## src/logic/ntm_output_pkg.sv

```systemverilog
// Shared types and default widths for the output vector block, imported by its modules
`default_nettype none

package ntm_output_pkg;

  ////////////////////
  // Default widths
  ////////////////////

  // Element width of K, r, nu and y
  localparam int DEF_DATA_SIZE = 16;

  // Width of size inputs and index counters
  localparam int DEF_DIM_W = 4;

  ////////////////////
  // Enums
  ////////////////////

  // Controller phases
  typedef enum logic [1:0] {
    ST_IDLE    = 2'd0,
    ST_PRODUCT = 2'd1,
    ST_ADD     = 2'd2,
    ST_OUTPUT  = 2'd3
  } ntm_state_e;

  // Accumulator operations
  typedef enum logic [1:0] {
    ACC_HOLD  = 2'd0,
    ACC_CLEAR = 2'd1,
    ACC_MAC   = 2'd2
  } ntm_acc_op_e;

endpackage

`default_nettype wire

```

## src/logic/ntm_output_ctrl.sv

```systemverilog
// Phase FSM of the output vector block that owns all stream handshakes and data strobes
`timescale 1ns/100ps
`default_nettype none

module ntm_output_ctrl
  import ntm_output_pkg::*;
(
  input  wire         CLK,
  input  wire         RST,
  input  wire         start,
  input  wire         kr_valid,
  input  wire         nu_valid,
  input  wire         y_ready,
  input  wire         pair_last,
  input  wire         item_last,
  output logic        kr_ready,
  output logic        nu_ready,
  output logic        y_valid,
  output logic        busy,
  output logic        done,
  output ntm_acc_op_e acc_op,
  output logic        sum_load,
  output logic        pair_step,
  output logic        item_step,
  output logic        size_load
);

  ntm_state_e state;
  ntm_state_e state_next;

  // Completed transfers on each stream
  logic kr_xfer;
  logic nu_xfer;
  logic y_xfer;

  ////////////////////
  // Handshakes
  ////////////////////

  // Readies and valids come straight from the phase
  assign kr_ready = (state == ST_PRODUCT);
  assign nu_ready = (state == ST_ADD);
  assign y_valid  = (state == ST_OUTPUT);
  assign busy     = (state != ST_IDLE);

  assign kr_xfer = kr_valid & kr_ready;
  assign nu_xfer = nu_valid & nu_ready;
  assign y_xfer  = y_valid & y_ready;

  ////////////////////
  // Next state and strobes
  ////////////////////

  always_comb begin
    state_next = state;
    acc_op     = ACC_HOLD;
    sum_load   = 1'b0;
    pair_step  = 1'b0;
    item_step  = 1'b0;
    size_load  = 1'b0;
    case (state)
      ST_IDLE: begin
        // Start only counts here, later pulses are ignored
        if (start) begin
          size_load  = 1'b1;
          acc_op     = ACC_CLEAR;
          state_next = ST_PRODUCT;
        end
      end
      ST_PRODUCT: begin
        if (kr_xfer) begin
          pair_step = 1'b1;
          acc_op    = ACC_MAC;
          if (pair_last) begin
            state_next = ST_ADD;
          end
        end
      end
      ST_ADD: begin
        // Bias arrives, sum goes to the output register
        if (nu_xfer) begin
          sum_load   = 1'b1;
          state_next = ST_OUTPUT;
        end
      end
      ST_OUTPUT: begin
        if (y_xfer) begin
          item_step = 1'b1;
          if (item_last) begin
            state_next = ST_IDLE;
          end else begin
            acc_op     = ACC_CLEAR;
            state_next = ST_PRODUCT;
          end
        end
      end
      default: begin
        state_next = ST_IDLE;
      end
    endcase
  end

  ////////////////////
  // State and done
  ////////////////////

  always_ff @(posedge CLK or posedge RST) begin
    if (RST) begin
      state <= ST_IDLE;
      done  <= 1'b0;
    end else begin
      state <= state_next;
      // One cycle pulse after the final y leaves
      done  <= y_xfer & item_last;
    end
  end

endmodule

`default_nettype wire

```

## src/logic/ntm_index_counter.sv

```systemverilog
// Pair and output index counters with last flags, driven by the controller strobes
`timescale 1ns/100ps
`default_nettype none

module ntm_index_counter #(
  parameter int DIM_W = 4
) (
  input  wire             CLK,
  input  wire             RST,
  input  wire             size_load,
  input  wire             pair_step,
  input  wire             item_step,
  input  wire [DIM_W-1:0] size_y,
  input  wire [DIM_W-1:0] size_r,
  input  wire [DIM_W-1:0] size_w,
  output logic            pair_last,
  output logic            item_last
);

  // Sizes captured at start
  logic [DIM_W-1:0] size_y_q;
  logic [DIM_W-1:0] size_r_q;
  logic [DIM_W-1:0] size_w_q;

  // k runs inside i, y counts outputs
  logic [DIM_W-1:0] k_idx;
  logic [DIM_W-1:0] i_idx;
  logic [DIM_W-1:0] y_idx;

  logic k_last;
  logic i_last;

  assign k_last    = (k_idx == size_w_q - 1'b1);
  assign i_last    = (i_idx == size_r_q - 1'b1);
  assign pair_last = k_last & i_last;
  assign item_last = (y_idx == size_y_q - 1'b1);

  always_ff @(posedge CLK or posedge RST) begin
    if (RST) begin
      size_y_q <= '0;
      size_r_q <= '0;
      size_w_q <= '0;
      k_idx    <= '0;
      i_idx    <= '0;
      y_idx    <= '0;
    end else if (size_load) begin
      size_y_q <= size_y;
      size_r_q <= size_r;
      size_w_q <= size_w;
      k_idx    <= '0;
      i_idx    <= '0;
      y_idx    <= '0;
    end else if (item_step) begin
      // New output element, pair walk restarts
      k_idx <= '0;
      i_idx <= '0;
      y_idx <= item_last ? '0 : y_idx + 1'b1;
    end else if (pair_step) begin
      if (k_last) begin
        k_idx <= '0;
        i_idx <= i_last ? '0 : i_idx + 1'b1;
      end else begin
        k_idx <= k_idx + 1'b1;
      end
    end
  end

endmodule

`default_nettype wire

```

## src/logic/ntm_dot_accumulator.sv

```systemverilog
// Streaming multiply-accumulate for one K·r dot product, wrapping at DATA_SIZE bits
`timescale 1ns/100ps
`default_nettype none

module ntm_dot_accumulator
  import ntm_output_pkg::*;
#(
  parameter int DATA_SIZE = 16
) (
  input  wire                 CLK,
  input  wire                 RST,
  input  ntm_acc_op_e         acc_op,
  input  wire [DATA_SIZE-1:0] k_data,
  input  wire [DATA_SIZE-1:0] r_data,
  output logic [DATA_SIZE-1:0] acc_data
);

  ////////////////////
  // Product
  ////////////////////

  // Low half of K·r only, upper bits wrap away
  logic [DATA_SIZE-1:0] prod_low;
  logic [DATA_SIZE-1:0] mac_sum;

  assign prod_low = k_data * r_data;
  assign mac_sum  = acc_data + prod_low;

  ////////////////////
  // Accumulator register
  ////////////////////

  always_ff @(posedge CLK or posedge RST) begin
    if (RST) begin
      acc_data <= '0;
    end else begin
      case (acc_op)
        ACC_CLEAR: begin
          acc_data <= '0;
        end
        ACC_MAC: begin
          // One pair per transfer
          acc_data <= mac_sum;
        end
        default: begin
          acc_data <= acc_data;
        end
      endcase
    end
  end

endmodule

`default_nettype wire

```

## src/logic/ntm_vector_adder.sv

```systemverilog
// Output register that adds nu to the finished dot product and holds y for the host
`timescale 1ns/100ps
`default_nettype none

module ntm_vector_adder #(
  parameter int DATA_SIZE = 16
) (
  input  wire                  CLK,
  input  wire                  RST,
  input  wire                  sum_load,
  input  wire  [DATA_SIZE-1:0] acc_data,
  input  wire  [DATA_SIZE-1:0] nu_data,
  output logic [DATA_SIZE-1:0] y_data
);

  // Wrapped bias add
  logic [DATA_SIZE-1:0] sum;

  assign sum = acc_data + nu_data;

  // Held stable through output back-pressure
  always_ff @(posedge CLK or posedge RST) begin
    if (RST) begin
      y_data <= '0;
    end else if (sum_load) begin
      y_data <= sum;
    end
  end

endmodule

`default_nettype wire

```

## src/logic/ntm_output_vector.sv

```systemverilog
// Top level of the output vector block y = K·r + nu with kr, nu and y valid/ready streams
`timescale 1ns/100ps
`default_nettype none

module ntm_output_vector
  import ntm_output_pkg::*;
#(
  parameter int DATA_SIZE = DEF_DATA_SIZE,
  parameter int DIM_W     = DEF_DIM_W
) (
  input  wire                  CLK,
  input  wire                  RST,

  // Control
  input  wire                  start,
  output logic                 busy,
  output logic                 done,
  input  wire  [DIM_W-1:0]     size_y,
  input  wire  [DIM_W-1:0]     size_r,
  input  wire  [DIM_W-1:0]     size_w,

  // kr stream
  input  wire  [DATA_SIZE-1:0] k_data,
  input  wire  [DATA_SIZE-1:0] r_data,
  input  wire                  kr_valid,
  output logic                 kr_ready,

  // nu stream
  input  wire  [DATA_SIZE-1:0] nu_data,
  input  wire                  nu_valid,
  output logic                 nu_ready,

  // y stream
  output logic [DATA_SIZE-1:0] y_data,
  output logic                 y_valid,
  input  wire                  y_ready
);

  ////////////////////
  // Internal nets
  ////////////////////

  ntm_acc_op_e          acc_op;
  logic                 sum_load;
  logic                 pair_step;
  logic                 item_step;
  logic                 size_load;
  logic                 pair_last;
  logic                 item_last;
  logic [DATA_SIZE-1:0] acc_data;

  ////////////////////
  // Control
  ////////////////////

  ntm_output_ctrl ctrl_i (
    .CLK       (CLK),
    .RST       (RST),
    .start     (start),
    .kr_valid  (kr_valid),
    .nu_valid  (nu_valid),
    .y_ready   (y_ready),
    .pair_last (pair_last),
    .item_last (item_last),
    .kr_ready  (kr_ready),
    .nu_ready  (nu_ready),
    .y_valid   (y_valid),
    .busy      (busy),
    .done      (done),
    .acc_op    (acc_op),
    .sum_load  (sum_load),
    .pair_step (pair_step),
    .item_step (item_step),
    .size_load (size_load)
  );

  // Index tracking for i, k and y
  ntm_index_counter #(
    .DIM_W (DIM_W)
  ) counter_i (
    .CLK       (CLK),
    .RST       (RST),
    .size_load (size_load),
    .pair_step (pair_step),
    .item_step (item_step),
    .size_y    (size_y),
    .size_r    (size_r),
    .size_w    (size_w),
    .pair_last (pair_last),
    .item_last (item_last)
  );

  ////////////////////
  // Datapath
  ////////////////////

  ntm_dot_accumulator #(
    .DATA_SIZE (DATA_SIZE)
  ) accumulator_i (
    .CLK      (CLK),
    .RST      (RST),
    .acc_op   (acc_op),
    .k_data   (k_data),
    .r_data   (r_data),
    .acc_data (acc_data)
  );

  ntm_vector_adder #(
    .DATA_SIZE (DATA_SIZE)
  ) adder_i (
    .CLK      (CLK),
    .RST      (RST),
    .sum_load (sum_load),
    .acc_data (acc_data),
    .nu_data  (nu_data),
    .y_data   (y_data)
  );

endmodule

`default_nettype wire

```

## config.mk

```make
export PLATFORM = sky130hd
export DESIGN_NAME = ntm_output_vector
export DESIGN_NICKNAME = d
export VERILOG_FILES = /design/src/logic/ntm_output_pkg.sv /design/src/logic/ntm_output_ctrl.sv /design/src/logic/ntm_index_counter.sv /design/src/logic/ntm_dot_accumulator.sv /design/src/logic/ntm_vector_adder.sv /design/src/logic/ntm_output_vector.sv
export SDC_FILE = /design/constraint.sdc
export NUM_CORES = 1
export LEC_CHECK = 0
export BUFFER_PORTS_ARGS = -buffer_cell sky130_fd_sc_hd__buf_2
export CAP_MARGIN = 20
export CORE_UTILIZATION = 55
export CTS_CLUSTER_DIAMETER = 200
export CTS_CLUSTER_SIZE = 14
export DETAILED_ROUTE_END_ITERATION = 8
export PLACE_DENSITY = 0.75
export SETUP_SLACK_MARGIN = 0.3
export SYNTH_ARGS = -nofsm -noshare
export SYNTH_HDL_FRONTEND = slang
export SYNTH_SLANG_ARGS = --single-unit
```

## constraint.sdc

```tcl
create_clock -name CLK -period 5.4 [get_ports CLK]
set_clock_uncertainty 0.1 [all_clocks]
set_input_delay 1.08 -clock CLK [delete_from_list [all_inputs] [get_ports CLK]]
set_output_delay 1.08 -clock CLK [all_outputs]
set_load 0.005 [all_outputs]
```

==> run_results.csv, run 1 <==
group,metric,value,unit
outcome,status,"complete, but fails checks",
outcome,violations,"setup timing",
sta,fin_ws,-0.128,ns
grt,grt_usage,25.7,%
detailed_routing,ant_nets,0,
setup_path,crit_end,"accumulator_i.acc_data[14]",
power_and_ir_drop,finalPower,6.18,mW
yosys,synth_ff_type,"dfrtp_1",
setup_path,crit_arrival,5.68,ns
grt,grt_max_degree,60,
setup_path,ff2ff_path_depth,18,
run,drv_cap,0,
cts,root_buffer,"clkbuf_16",
cts,tritoncts,"yes",
setup_path,crit_type,"in2reg",
setup_path,crit_top_cell,"fa_1",
finish,multi_input_area,0.00572,mm2
cts,clock_sinks,59,
min_path,hold_path.class,"reg2reg",
finish,areaGrowthSynthToFinish,22.1,%
cts,clk_path_buf_depth,2,
sta,tightestPinTransition,0.929,ns
grt,overflow,0,
setup_path,worstSetupEndpointType,"register",
finish,utilization,68.6,%
cts,numCtsBuffers,9,
grt,grt_pass1_vias,6268,
sta,setup_viol,4,
place,placed_area,0.00894,mm2
yosys,synthArstFlopShare,100,%
floorplanning,rows,43,
grt,grt_pass1_wl,29.1,mm
place,dp_hpwl,14.1,mm
floorplanning,die_area,0.0146,mm2
setup_path,r2r_end,"accumulator_i.acc_data[15]",
floorplanning,io_pins,87,
sta,post-route-min-period,5.53,ns
yosys,yosysSeqAreaShare,19.0,%
finish,final_common_cell,"inv_1",
place,place.gp.congestion,0.904,
finish,fin_nets,1260,
power_and_ir_drop,p_per_area,652,mW/mm2
floorplanning,die_width,121,um
place,dp_slack,-0.577,ns
setup_path,slowest_delay,0.55,ns
yosys,ys.warnings.count,0,
sta,relSlewSlack,37.9,%
finish,nFillCells,1078,
sta,final_max_slew_viol_count,0,
setup_path,cp-start-kind,"primary input",
finish,drive_above_1_share,23.9,%
sta,grt_setup_unrepaired,"true",
yosys,avgSynthCellArea,8.90,um2
power_and_ir_drop,peakVddDrop,0.000725,V
floorplanning,core,0.0138,mm2
detailed_routing,first_pass_iters,5,
setup_path,cp_max_fo,8,
yosys,ys_types,47,
setup_path,reg2reg_from,"accumulator_i.acc_data[3]",
power_and_ir_drop,p_leak,4.80,nW
grt,antenna_found_initial,0,
yosys,ys_ff_latch,59,
detailed_routing,drc_errors,0,
finish,final_area,0.00948,mm2
setup_path,reg2reg_slack,1.04,ns
finish,final_cell_mix,"173 x inv_1, 127 x nand2_1, 89 x fa_1",
sta,finalCritPeriodShare,102,%
setup_path,critPathSlowestCell,"fa_1",
yosys,syn_nets,1112,
min_path,holdPathStages,2,
place,portBuffers,86,
detailed_routing,wl_per_cell,14.4,um
cts,clkTransAtPathRegs,0.05,ns
yosys,synthesis.area,0.00776,mm2
cts,clkLatencyLatePin,0.34,ns
floorplanning,die_y,121,um
detailed_routing,avgViaCountPerCell,5.14,
setup_path,cp.required,5.56,ns
yosys,synth_edf_count,0,
yosys,syn_inst,872,
detailed_routing,drtIter0Drc,386,
sta,max_freq,181,MHz
floorplanning,start_util,56.2,%
finish,regArea,0.00148,mm2
setup_path,crit_chain,"buf_12 > and2_4 > fa_1 > inv_2 > fa_1 > fa_1 > fa_1 > inv_1 > fa_1 > inv_1 > fa_1 > inv_2 > ha_4 > buf_6 > nor2_1 > nor2_1 > o41a_1 > a31oi_2 > xor2_1 > o21ai_1",
setup_path,cp-startpoint,"r_data[1]",
detailed_routing,totalWireLength,17.3,mm
sta,hold_viol,0,
detailed_routing,dr_total_vias,6195,
cts,htree_levels,3,
## synth_stat cells, types with 7 or more instances
cell type,number,area (um2)
fa_1,95,1900
nor2_1,20,75.1
xor2_1,19,166
and2_1,56,350
xnor2_1,52,455
ha_1,79,988
nand2_1,132,495
inv_1,178,668
dfrtp_1,59,1480
mux2_2,14,158
o21a_1,8,60.1
a21o_1,10,75.1
nand3_1,7,35.0
o21ai_0,42,210
nor3_1,7,35.0
a21oi_1,15,75.1
clkbuf_1,21,78.8
## sequential cells by signal, indices dropped and copies added, names as in the netlist
signal                  cells
accumulator_i.acc_data     16
adder_i.y_data             16
counter_i.i_idx             4
counter_i.k_idx             4
counter_i.size_r_q          4
counter_i.size_w_q          4
counter_i.size_y_q          4
counter_i.y_idx             4
ctrl_i.done                 1
ctrl_i.state                2
## per-stage QoR
stage,TNS (ns),std cells,hold WS (ns)
after floorplan,-0.545,872,0.365
final,-0.284,1206,0.380
after global placement,-2.11,1185,0.359
after detailed placement,-2.49,1185,0.366
after CTS,-0.410,1203,0.377
after global routing,-0.835,1205,0.400
## critical path: cells and delay by family
| family | cells | cell delay, ns |
|---|---|---|
| simple gates | 3 | 0.25 |
| xor+xnor | 1 | 0.16 |
| buf+inv | 6 | 0.39 |
| fa+ha+maj | 7 | 3.28 |
| compound gates | 3 | 0.52 |
## power by group
group	total, mW	internal [mW]	leakage, nW	switching, mW
combinational	4.86	2.47	3.91	2.39
sequential	0.785	0.627	0.755	0.158
clock	0.543	0.335	0.134	0.207
total	6.18	3.43	4.80	2.75
## layout make-up
type,instances,area share [%]
Multi-Input combinational cell,613,60.3
Sequential cell,59,15.6
Timing Repair Buffer,159,11.7
Inverter,178,7.05
Clock buffer,11,2.67
Tap cell,180,2.37
Clock inverter,5,0.383
Antenna cell,1,0.0264
## cells by family (layout without fill, tap and decap cells)
logic type	Yosys count	count (layout)	share of synthesized area [%]
and+or+nand+nor	245	245	15.1
other	0	1	0
adders and majority gates	174	174	37.2
muxes	14	14	2.03
DFF	59	59	19.0
buffers and inverters	200	353	9.68
AOI/OAI and AO/OA	109	109	8.98
xor gates and xnor gates	71	71	8.01
## routing by layer
metal | vias to the layer above | GRT usage (%) | share of wire [%]
met5 | - | 0 | 0
met2 | 131 | 43.1 | 51
met1 | 3039 | 34.4 | 44
met4 | 0 | 5.32 | 2.0
met3 | 28 | 5.05 | 3.8
li1 | 2997 | - | -
## how the worst min path moves through the flow
stage,start,endpoint
2_1_floorplan,counter_i.y_idx[3],counter_i.y_idx[3]
3_3_place_gp,adder_i.y_data[11],adder_i.y_data[11]
3_5_place_dp,adder_i.y_data[11],adder_i.y_data[11]
4_1_cts,adder_i.y_data[11],adder_i.y_data[11]
5_1_grt,adder_i.y_data[11],adder_i.y_data[11]
6_report,adder_i.y_data[11],adder_i.y_data[11]
## repair_timing
action | 4_1_cts | 5_1_grt
hold buffers | 0 | 0
buffers inserted | 2 | 2
resized for setup | 31 | 40
endpoints found under the setup margin | 7 | 7
pin swaps | 21 | 33
(Power assumes the default switching activity.)
==> run 2: changes to the inputs <==
==> constraint.sdc (replaced) <==
create_clock -name CLK -period 5.7 [get_ports CLK]
set_clock_uncertainty 0.1 [all_clocks]
set_input_delay 1.14 -clock CLK [delete_from_list [all_inputs] [get_ports CLK]]
set_output_delay 1.14 -clock CLK [all_outputs]
set_load 0.005 [all_outputs]
==> run_results.csv, run 2 (same netlist as run 1, synthesis figures left out) <==
group,metric,value,unit
outcome,status,"completed",
detailed_routing,ant_nets,0,
setup_path,cp_max_fo,7,
finish,top_regs,"accumulator_i.acc_data: 16 flops, adder_i.y_data: 16 flops",
detailed_routing,drtIter0Drc,255,
floorplanning,io_pins,87,
floorplanning,core,0.0138,mm2
power_and_ir_drop,p_leak,4.79,nW
finish,drive_above_1_share,23.8,%
finish,final_cell_mix,"172 x inv_1, 130 x nand2_1, 89 x fa_1",
cts,root_buffer,"clkbuf_16",
power_and_ir_drop,p_int,3.45,mW
power_and_ir_drop,finalPower,6.11,mW
detailed_routing,highest_layer,"met4",
sta,setup_viol,0,
detailed_routing,wl_per_cell,14.6,um
setup_path,crit_chain,"buf_12 > and2_4 > fa_1 > inv_2 > fa_1 > fa_1 > fa_1 > inv_1 > fa_1 > inv_1 > fa_1 > inv_2 > ha_4 > a21o_1 > a21oi_2 > o21ai_2 > o31ai_2 > xnor2_1 > o21ai_1",
detailed_routing,routedLengthMet1,7.31,mm
cts,clock_sinks,59,
sta,fin_ws,0.139,ns
floorplanning,rows,43,
floorplanning,start_util,56.2,%
place,placed_area,0.00885,mm2
sta,whs,0.371,ns
place,place.gp.congestion,0.871,
finish,utilization,68.6,%
detailed_routing,avgViaCountPerCell,5.21,
setup_path,cp-start-kind,"primary input",
min_path,hold_path.class,"reg2reg",
cts,htree_levels,3,
detailed_routing,drc_errors,0,
power_and_ir_drop,combPwrFrac,77.5,%
run,drv_cap,0,
grt,antenna_found_initial,1,
sta,relSlewSlack,38.5,%
detailed_routing,wl_met3,910,um
setup_path,cp.required,5.80,ns
power_and_ir_drop,seqPwrFrac,12.2,%
cts,numCtsBuffers,9,
sta,max_freq,180,MHz
cts,tritoncts,"yes",
power_and_ir_drop,peakVddDrop,0.000727,V
setup_path,slowest_delay,0.55,ns
cts,clkLatencyLatePin,0.33,ns
detailed_routing,totalWireLength,17.5,mm
power_and_ir_drop,p_per_area,644,mW/mm2
setup_path,critPathSlowestCell,"fa_1",
place,dp_slack,-0.291,ns
floorplanning,die_y,121,um
detailed_routing,wl_met2,9.08,mm
sta,post-route-min-period,5.56,ns
sta,grt_setup_unrepaired,"true",
sta,hold_viol,0,
cts,clkTransAtPathRegs,0.05,ns
grt,grt_usage,25.5,%
grt,grt_max_degree,60,
grt,grt_pass1_vias,6224,
place,dp_hpwl,14.3,mm
finish,areaGrowthSynthToFinish,22.2,%
setup_path,crit_type,"in2reg",
place,portBuffers,86,
finish,fin_nets,1252,
sta,tightestPinTransition,0.921,ns
power_and_ir_drop,clkPwrFrac,10.3,%
detailed_routing,first_pass_iters,5,
power_and_ir_drop,netSwitchingPower,2.66,mW
setup_path,worstSetupEndpointType,"register",
setup_path,crit_top_cell,"fa_1",
floorplanning,die_area,0.0146,mm2
finish,nFillCells,1075,
detailed_routing,dr_total_vias,6237,
cts,holdBufCountCts,0,
power_and_ir_drop,switching_share,43.6,%
finish,final_area,0.00949,mm2
sta,final_max_slew_viol_count,0,
cts,clk_path_buf_depth,2,
floorplanning,die_width,121,um
finish,final_common_cell,"inv_1",
sta,finalCritPeriodShare,97.6,%
grt,grt_pass1_wl,29.1,mm
setup_path,crit_arrival,5.66,ns
grt,overflow,0,
-- run 2: cell types whose count changed in the layout (fill, tap and decap cells not counted), sizes merged --
| cell | delta |
|---|---|
| bufinv | +3 |
| buf | -7 |
| clkinvlp | -3 |
| inv | -1 |
| clkbuf | -2 |
| clkinv | +2 |
-- run 2: area by class of cell --
type	count	area (um2)	share of cell area, %
Multi-Input combinational cell	613	5740	60.5
Clock buffer	10	239	2.52
Timing Repair Buffer	151	1030	10.8
Clock inverter	6	113	1.19
Antenna cell	1	2.50	0.0264
Sequential cell	59	1480	15.6
Tap cell	180	225	2.37
Inverter	178	668	7.04
-- run 2: repair_timing --
item | CTS | global route
pin swaps | 24 | 36
gates resized for setup | 33 | 42
setup buffers | 0 | 6
setup endpoints to repair | 5 | 5
-- run 2: path summary, 6_finish.rpt --
path / startpoint / endpoint / slack (ns) / cells after the start
max reg2reg: accumulator_i.acc_data[3] / accumulator_i.acc_data[15] / 1.34 / 18
min: adder_i.y_data[1] / adder_i.y_data[1] / 0.37 / 2
min reg2reg: adder_i.y_data[1] / adder_i.y_data[1] / 0.37 / 2
max in group asynchronous: RST / counter_i.size_w_q[2] / 4.07 / 3
max: k_data[5] / accumulator_i.acc_data[15] / 0.14 / 19
min in group asynchronous: RST / counter_i.size_y_q[1] / 0.93 / 3
-- run 2: metrics by stage --
step / TNS [ns] / instances
after detailed placement: -1.08 / 1175
final: 0 / 1198
after CTS: 0 / 1191
after global placement: -0.833 / 1175
after global routing: -0.0194 / 1198
after floorplan: -0.0537 / 872
-- run 2: layer usage --
layer  vias up  global-route usage, %
met5         -                      0
met4         0                   5.32
met3        22                   4.86
met2       140                   43.1
met1      3079                   34.1
li1       2996                      -
-- run 2: critical path: cells and delay by family --
family / cells / cell delay [ns]
fa+ha+maj: 7 / 3.18
compound gates: 5 / 0.72
buf+inv: 5 / 0.31
simple gates: 1 / 0.16
xor+xnor: 1 / 0.15
-- run 2: power by group through the flow --
stage	clock, mW	combinational (mW)	sequential [mW]
floorplan	0	3.10	0.721
CTS	0.637	4.50	0.746
detailed placement	0	4.22	0.751
global route	0.660	5.32	0.771
global placement	0	4.12	0.746
finish	0.631	4.74	0.746
==> run 3: changes to the inputs <==
--- a/config.mk
+++ b/config.mk
@@ -7,11 +7,13 @@
 export LEC_CHECK = 0
 export BUFFER_PORTS_ARGS = -buffer_cell sky130_fd_sc_hd__buf_2
 export CAP_MARGIN = 20
-export CORE_UTILIZATION = 55
+export CELL_PAD_IN_SITES_DETAIL_PLACEMENT = 1
+export CELL_PAD_IN_SITES_GLOBAL_PLACEMENT = 2
+export CORE_UTILIZATION = 38
 export CTS_CLUSTER_DIAMETER = 200
 export CTS_CLUSTER_SIZE = 14
 export DETAILED_ROUTE_END_ITERATION = 8
-export PLACE_DENSITY = 0.75
+export PLACE_DENSITY = 0.82
 export SETUP_SLACK_MARGIN = 0.3
 export SYNTH_ARGS = -nofsm -noshare
 export SYNTH_HDL_FRONTEND = slang
==> run_results.csv, run 3 (same netlist as run 1, synthesis figures left out) <==
group,metric,value,unit
floorplanning,core,0.0197,mm2
run,drv_cap,0,
sta,max_freq,180,MHz
sta,tightestPinTransition,0.802,ns
floorplanning,die_width,145,um
setup_path,critPathSlowestCell,"fa_1",
floorplanning,die_y,145,um
cts,clk_path_buf_depth,2,
power_and_ir_drop,switching_share,44.9,%
cts,htree_levels,3,
setup_path,reg2reg_slack,1.31,ns
place,dp_cells,1267,
power_and_ir_drop,seqPwrFrac,12.7,%
sta,hold_viol,0,
setup_path,cp.required,5.81,ns
setup_path,slowest_delay,0.55,ns
finish,regArea,0.00148,mm2
sta,relSlewSlack,46.5,%
setup_path,crit_type,"in2reg",
grt,grt_max_degree,60,
detailed_routing,first_pass_iters,4,
detailed_routing,drtIter0Drc,136,
finish,nFillCells,2379,
finish,areaGrowthSynthToFinish,22.9,%
grt,grt_pass1_vias,6696,
power_and_ir_drop,combPwrFrac,77.8,%
cts,numCtsBuffers,9,
floorplanning,io_pins,87,
power_and_ir_drop,p_per_area,617,mW/mm2
place,dp_hpwl,16.9,mm
sta,grt_setup_unrepaired,"true",
finish,drive_above_1_share,23.1,%
detailed_routing,dr_total_vias,6144,
finish,layoutNonFillerInstCount,1285,
outcome,status,"completed",
power_and_ir_drop,p_leak,4.77,nW
min_path,holdPathStages,2,
setup_path,cp_num_buf_inv,5,
cts,clkTransAtPathRegs,0.06,ns
setup_path,cp-start-kind,"primary input",
detailed_routing,totalWireLength,19.9,mm
setup_path,crit_arrival,5.68,ns
floorplanning,rows,51,
sta,whs,0.369,ns
finish,fin_nets,1255,
detailed_routing,ant_nets,0,
sta,post-route-min-period,5.57,ns
setup_path,worstSetupEndpointType,"register",
setup_path,r2r_end,"accumulator_i.acc_data[15]",
sta,finalCritPeriodShare,97.7,%
sta,setup_viol,0,
finish,antenna_cells,0,
setup_path,ff2ff_path_depth,18,
cts,clkLatencyLatePin,0.34,ns
sta,fin_ws,0.133,ns
setup_path,crit_family,"adder cells",
grt,grt_usage,20.2,%
grt,antenna_found_initial,0,
sta,tns,0,ns
power_and_ir_drop,peakVddDrop,0.000635,V
setup_path,reg2reg_from,"accumulator_i.acc_data[3]",
grt,overflow,0,
floorplanning,start_util,39.4,%
power_and_ir_drop,netSwitchingPower,2.64,mW
detailed_routing,wl_per_cell,15.5,um
grt,grt_pass1_wl,33.7,mm
min_path,min_from,"adder_i.y_data[8]",
detailed_routing,drc_errors,0,
finish,multi_input_area,0.00570,mm2
finish,top_regs,"accumulator_i.acc_data: 16 flops, adder_i.y_data: 16 flops",
place,dp_slack,-0.351,ns
floorplanning,die_area,0.0210,mm2
setup_path,crit_chain,"buf_12 > and2_4 > fa_1 > inv_2 > fa_1 > fa_1 > fa_1 > inv_1 > fa_1 > inv_1 > fa_1 > inv_2 > ha_4 > a21o_1 > a21oi_2 > o21ai_2 > o31ai_2 > xnor2_1 > o21ai_1",
sta,final_max_slew_viol_count,0,
setup_path,cp_max_fo,8,
finish,final_common_cell,"inv_1",
cts,root_buffer,"clkbuf_16",
power_and_ir_drop,p_int,3.24,mW
finish,final_cell_mix,"172 x inv_1, 131 x nand2_1, 88 x fa_1",
detailed_routing,avgViaCountPerCell,4.78,
setup_path,crit_top_cell,"fa_1",
power_and_ir_drop,clkPwrFrac,9.5,%
min_path,min_to,"adder_i.y_data[8]",
place,portBuffers,86,
cts,tritoncts,"yes",
cts,clock_sinks,59,
min_path,hold_path.class,"reg2reg",
place,place.gp.congestion,0.842,
finish,utilization,48.4,%
==> run 3: changes by cell type in the layout (fill, tap and decap cells not counted), moves of 2 or more <==
cell and delta:
and2_1 +2, and2_4 -2, clkinvlp_4 +2, buf_12 +2, buf_2 -2, nor3_1 +2, bufinv_16 -2, buf_6 -4
o21ai_0 +3, nor3_2 -2, o21ai_1 -2, buf_4 +8
==> run 3: metrics by stage <==
| stage | power, mW | area, um2 |
|---|---|---|
| finish | 5.88 | 9540 |
| global route | 6.53 | 9540 |
| CTS | 5.79 | 9450 |
| detailed placement | 5.12 | 9050 |
| global placement | 4.98 | 9050 |
| floorplan | 3.83 | 7880 |
==> run 3: area by class of cell <==
type | count | share of cell area [%]
sequential | 59 | 15.5
inverter | 178 | 7.00
tap | 265 | 3.47
clock buffer | 11 | 2.54
clock inverter | 5 | 0.656
multi-input combinational | 613 | 59.7
timing repair buffer | 154 | 11.2
==> run 3: metal layers <==
metal	track usage, %	wire (um)
met4	3.99	194
met2	38.9	11100
met5	0	0
met3	2.52	384
met1	23.7	8240
==> run 3: power groups by stage <==
stage	registers, mW	clock network, mW	logic, mW
after floorplan	0.721	0	3.10
after global placement	0.750	0	4.24
after detailed placement	0.758	0	4.36
after CTS	0.753	0.571	4.47
after global routing	0.780	0.583	5.16
final	0.749	0.556	4.58
==> run 3: worst register-to-register path, cell delays in order, from the launching register on <==
cell and delay [ns]:
dfrtp_1 0.38, inv_1 0.09, fa_1 0.54, inv_1 0.04, ha_1 0.28, ha_1 0.28
inv_1 0.06, fa_1 0.54, inv_1 0.05, ha_1 0.22, fa_1 0.39, a211oi_1 0.28
o21bai_1 0.14, a21oi_2 0.17, o21ba_2 0.17, o21ai_2 0.08, o31ai_2 0.22, xnor2_1 0.15
o21ai_1 0.09
==> run 3: what timing repair did <==
| item | 4_1_cts | 5_1_grt |
|---|---|---|
| setup buffers | 0 | 2 |
| endpoints found under the setup margin | 5 | 6 |
| pin swaps | 27 | 27 |
| resized for setup | 37 | 20 |
| hold buffers | 0 | 0 |
==> run 3: worst max path at each step <==
stage               from                    endpoint  cells past startpoint
3_5_place_dp   r_data[1]  accumulator_i.acc_data[15]                     19
2_1_floorplan  r_data[4]  accumulator_i.acc_data[15]                     19
4_1_cts        k_data[2]  accumulator_i.acc_data[15]                     20
3_3_place_gp   r_data[2]  accumulator_i.acc_data[15]                     19
5_1_grt        k_data[6]  accumulator_i.acc_data[15]                     19
6_report       k_data[6]  accumulator_i.acc_data[15]                     19
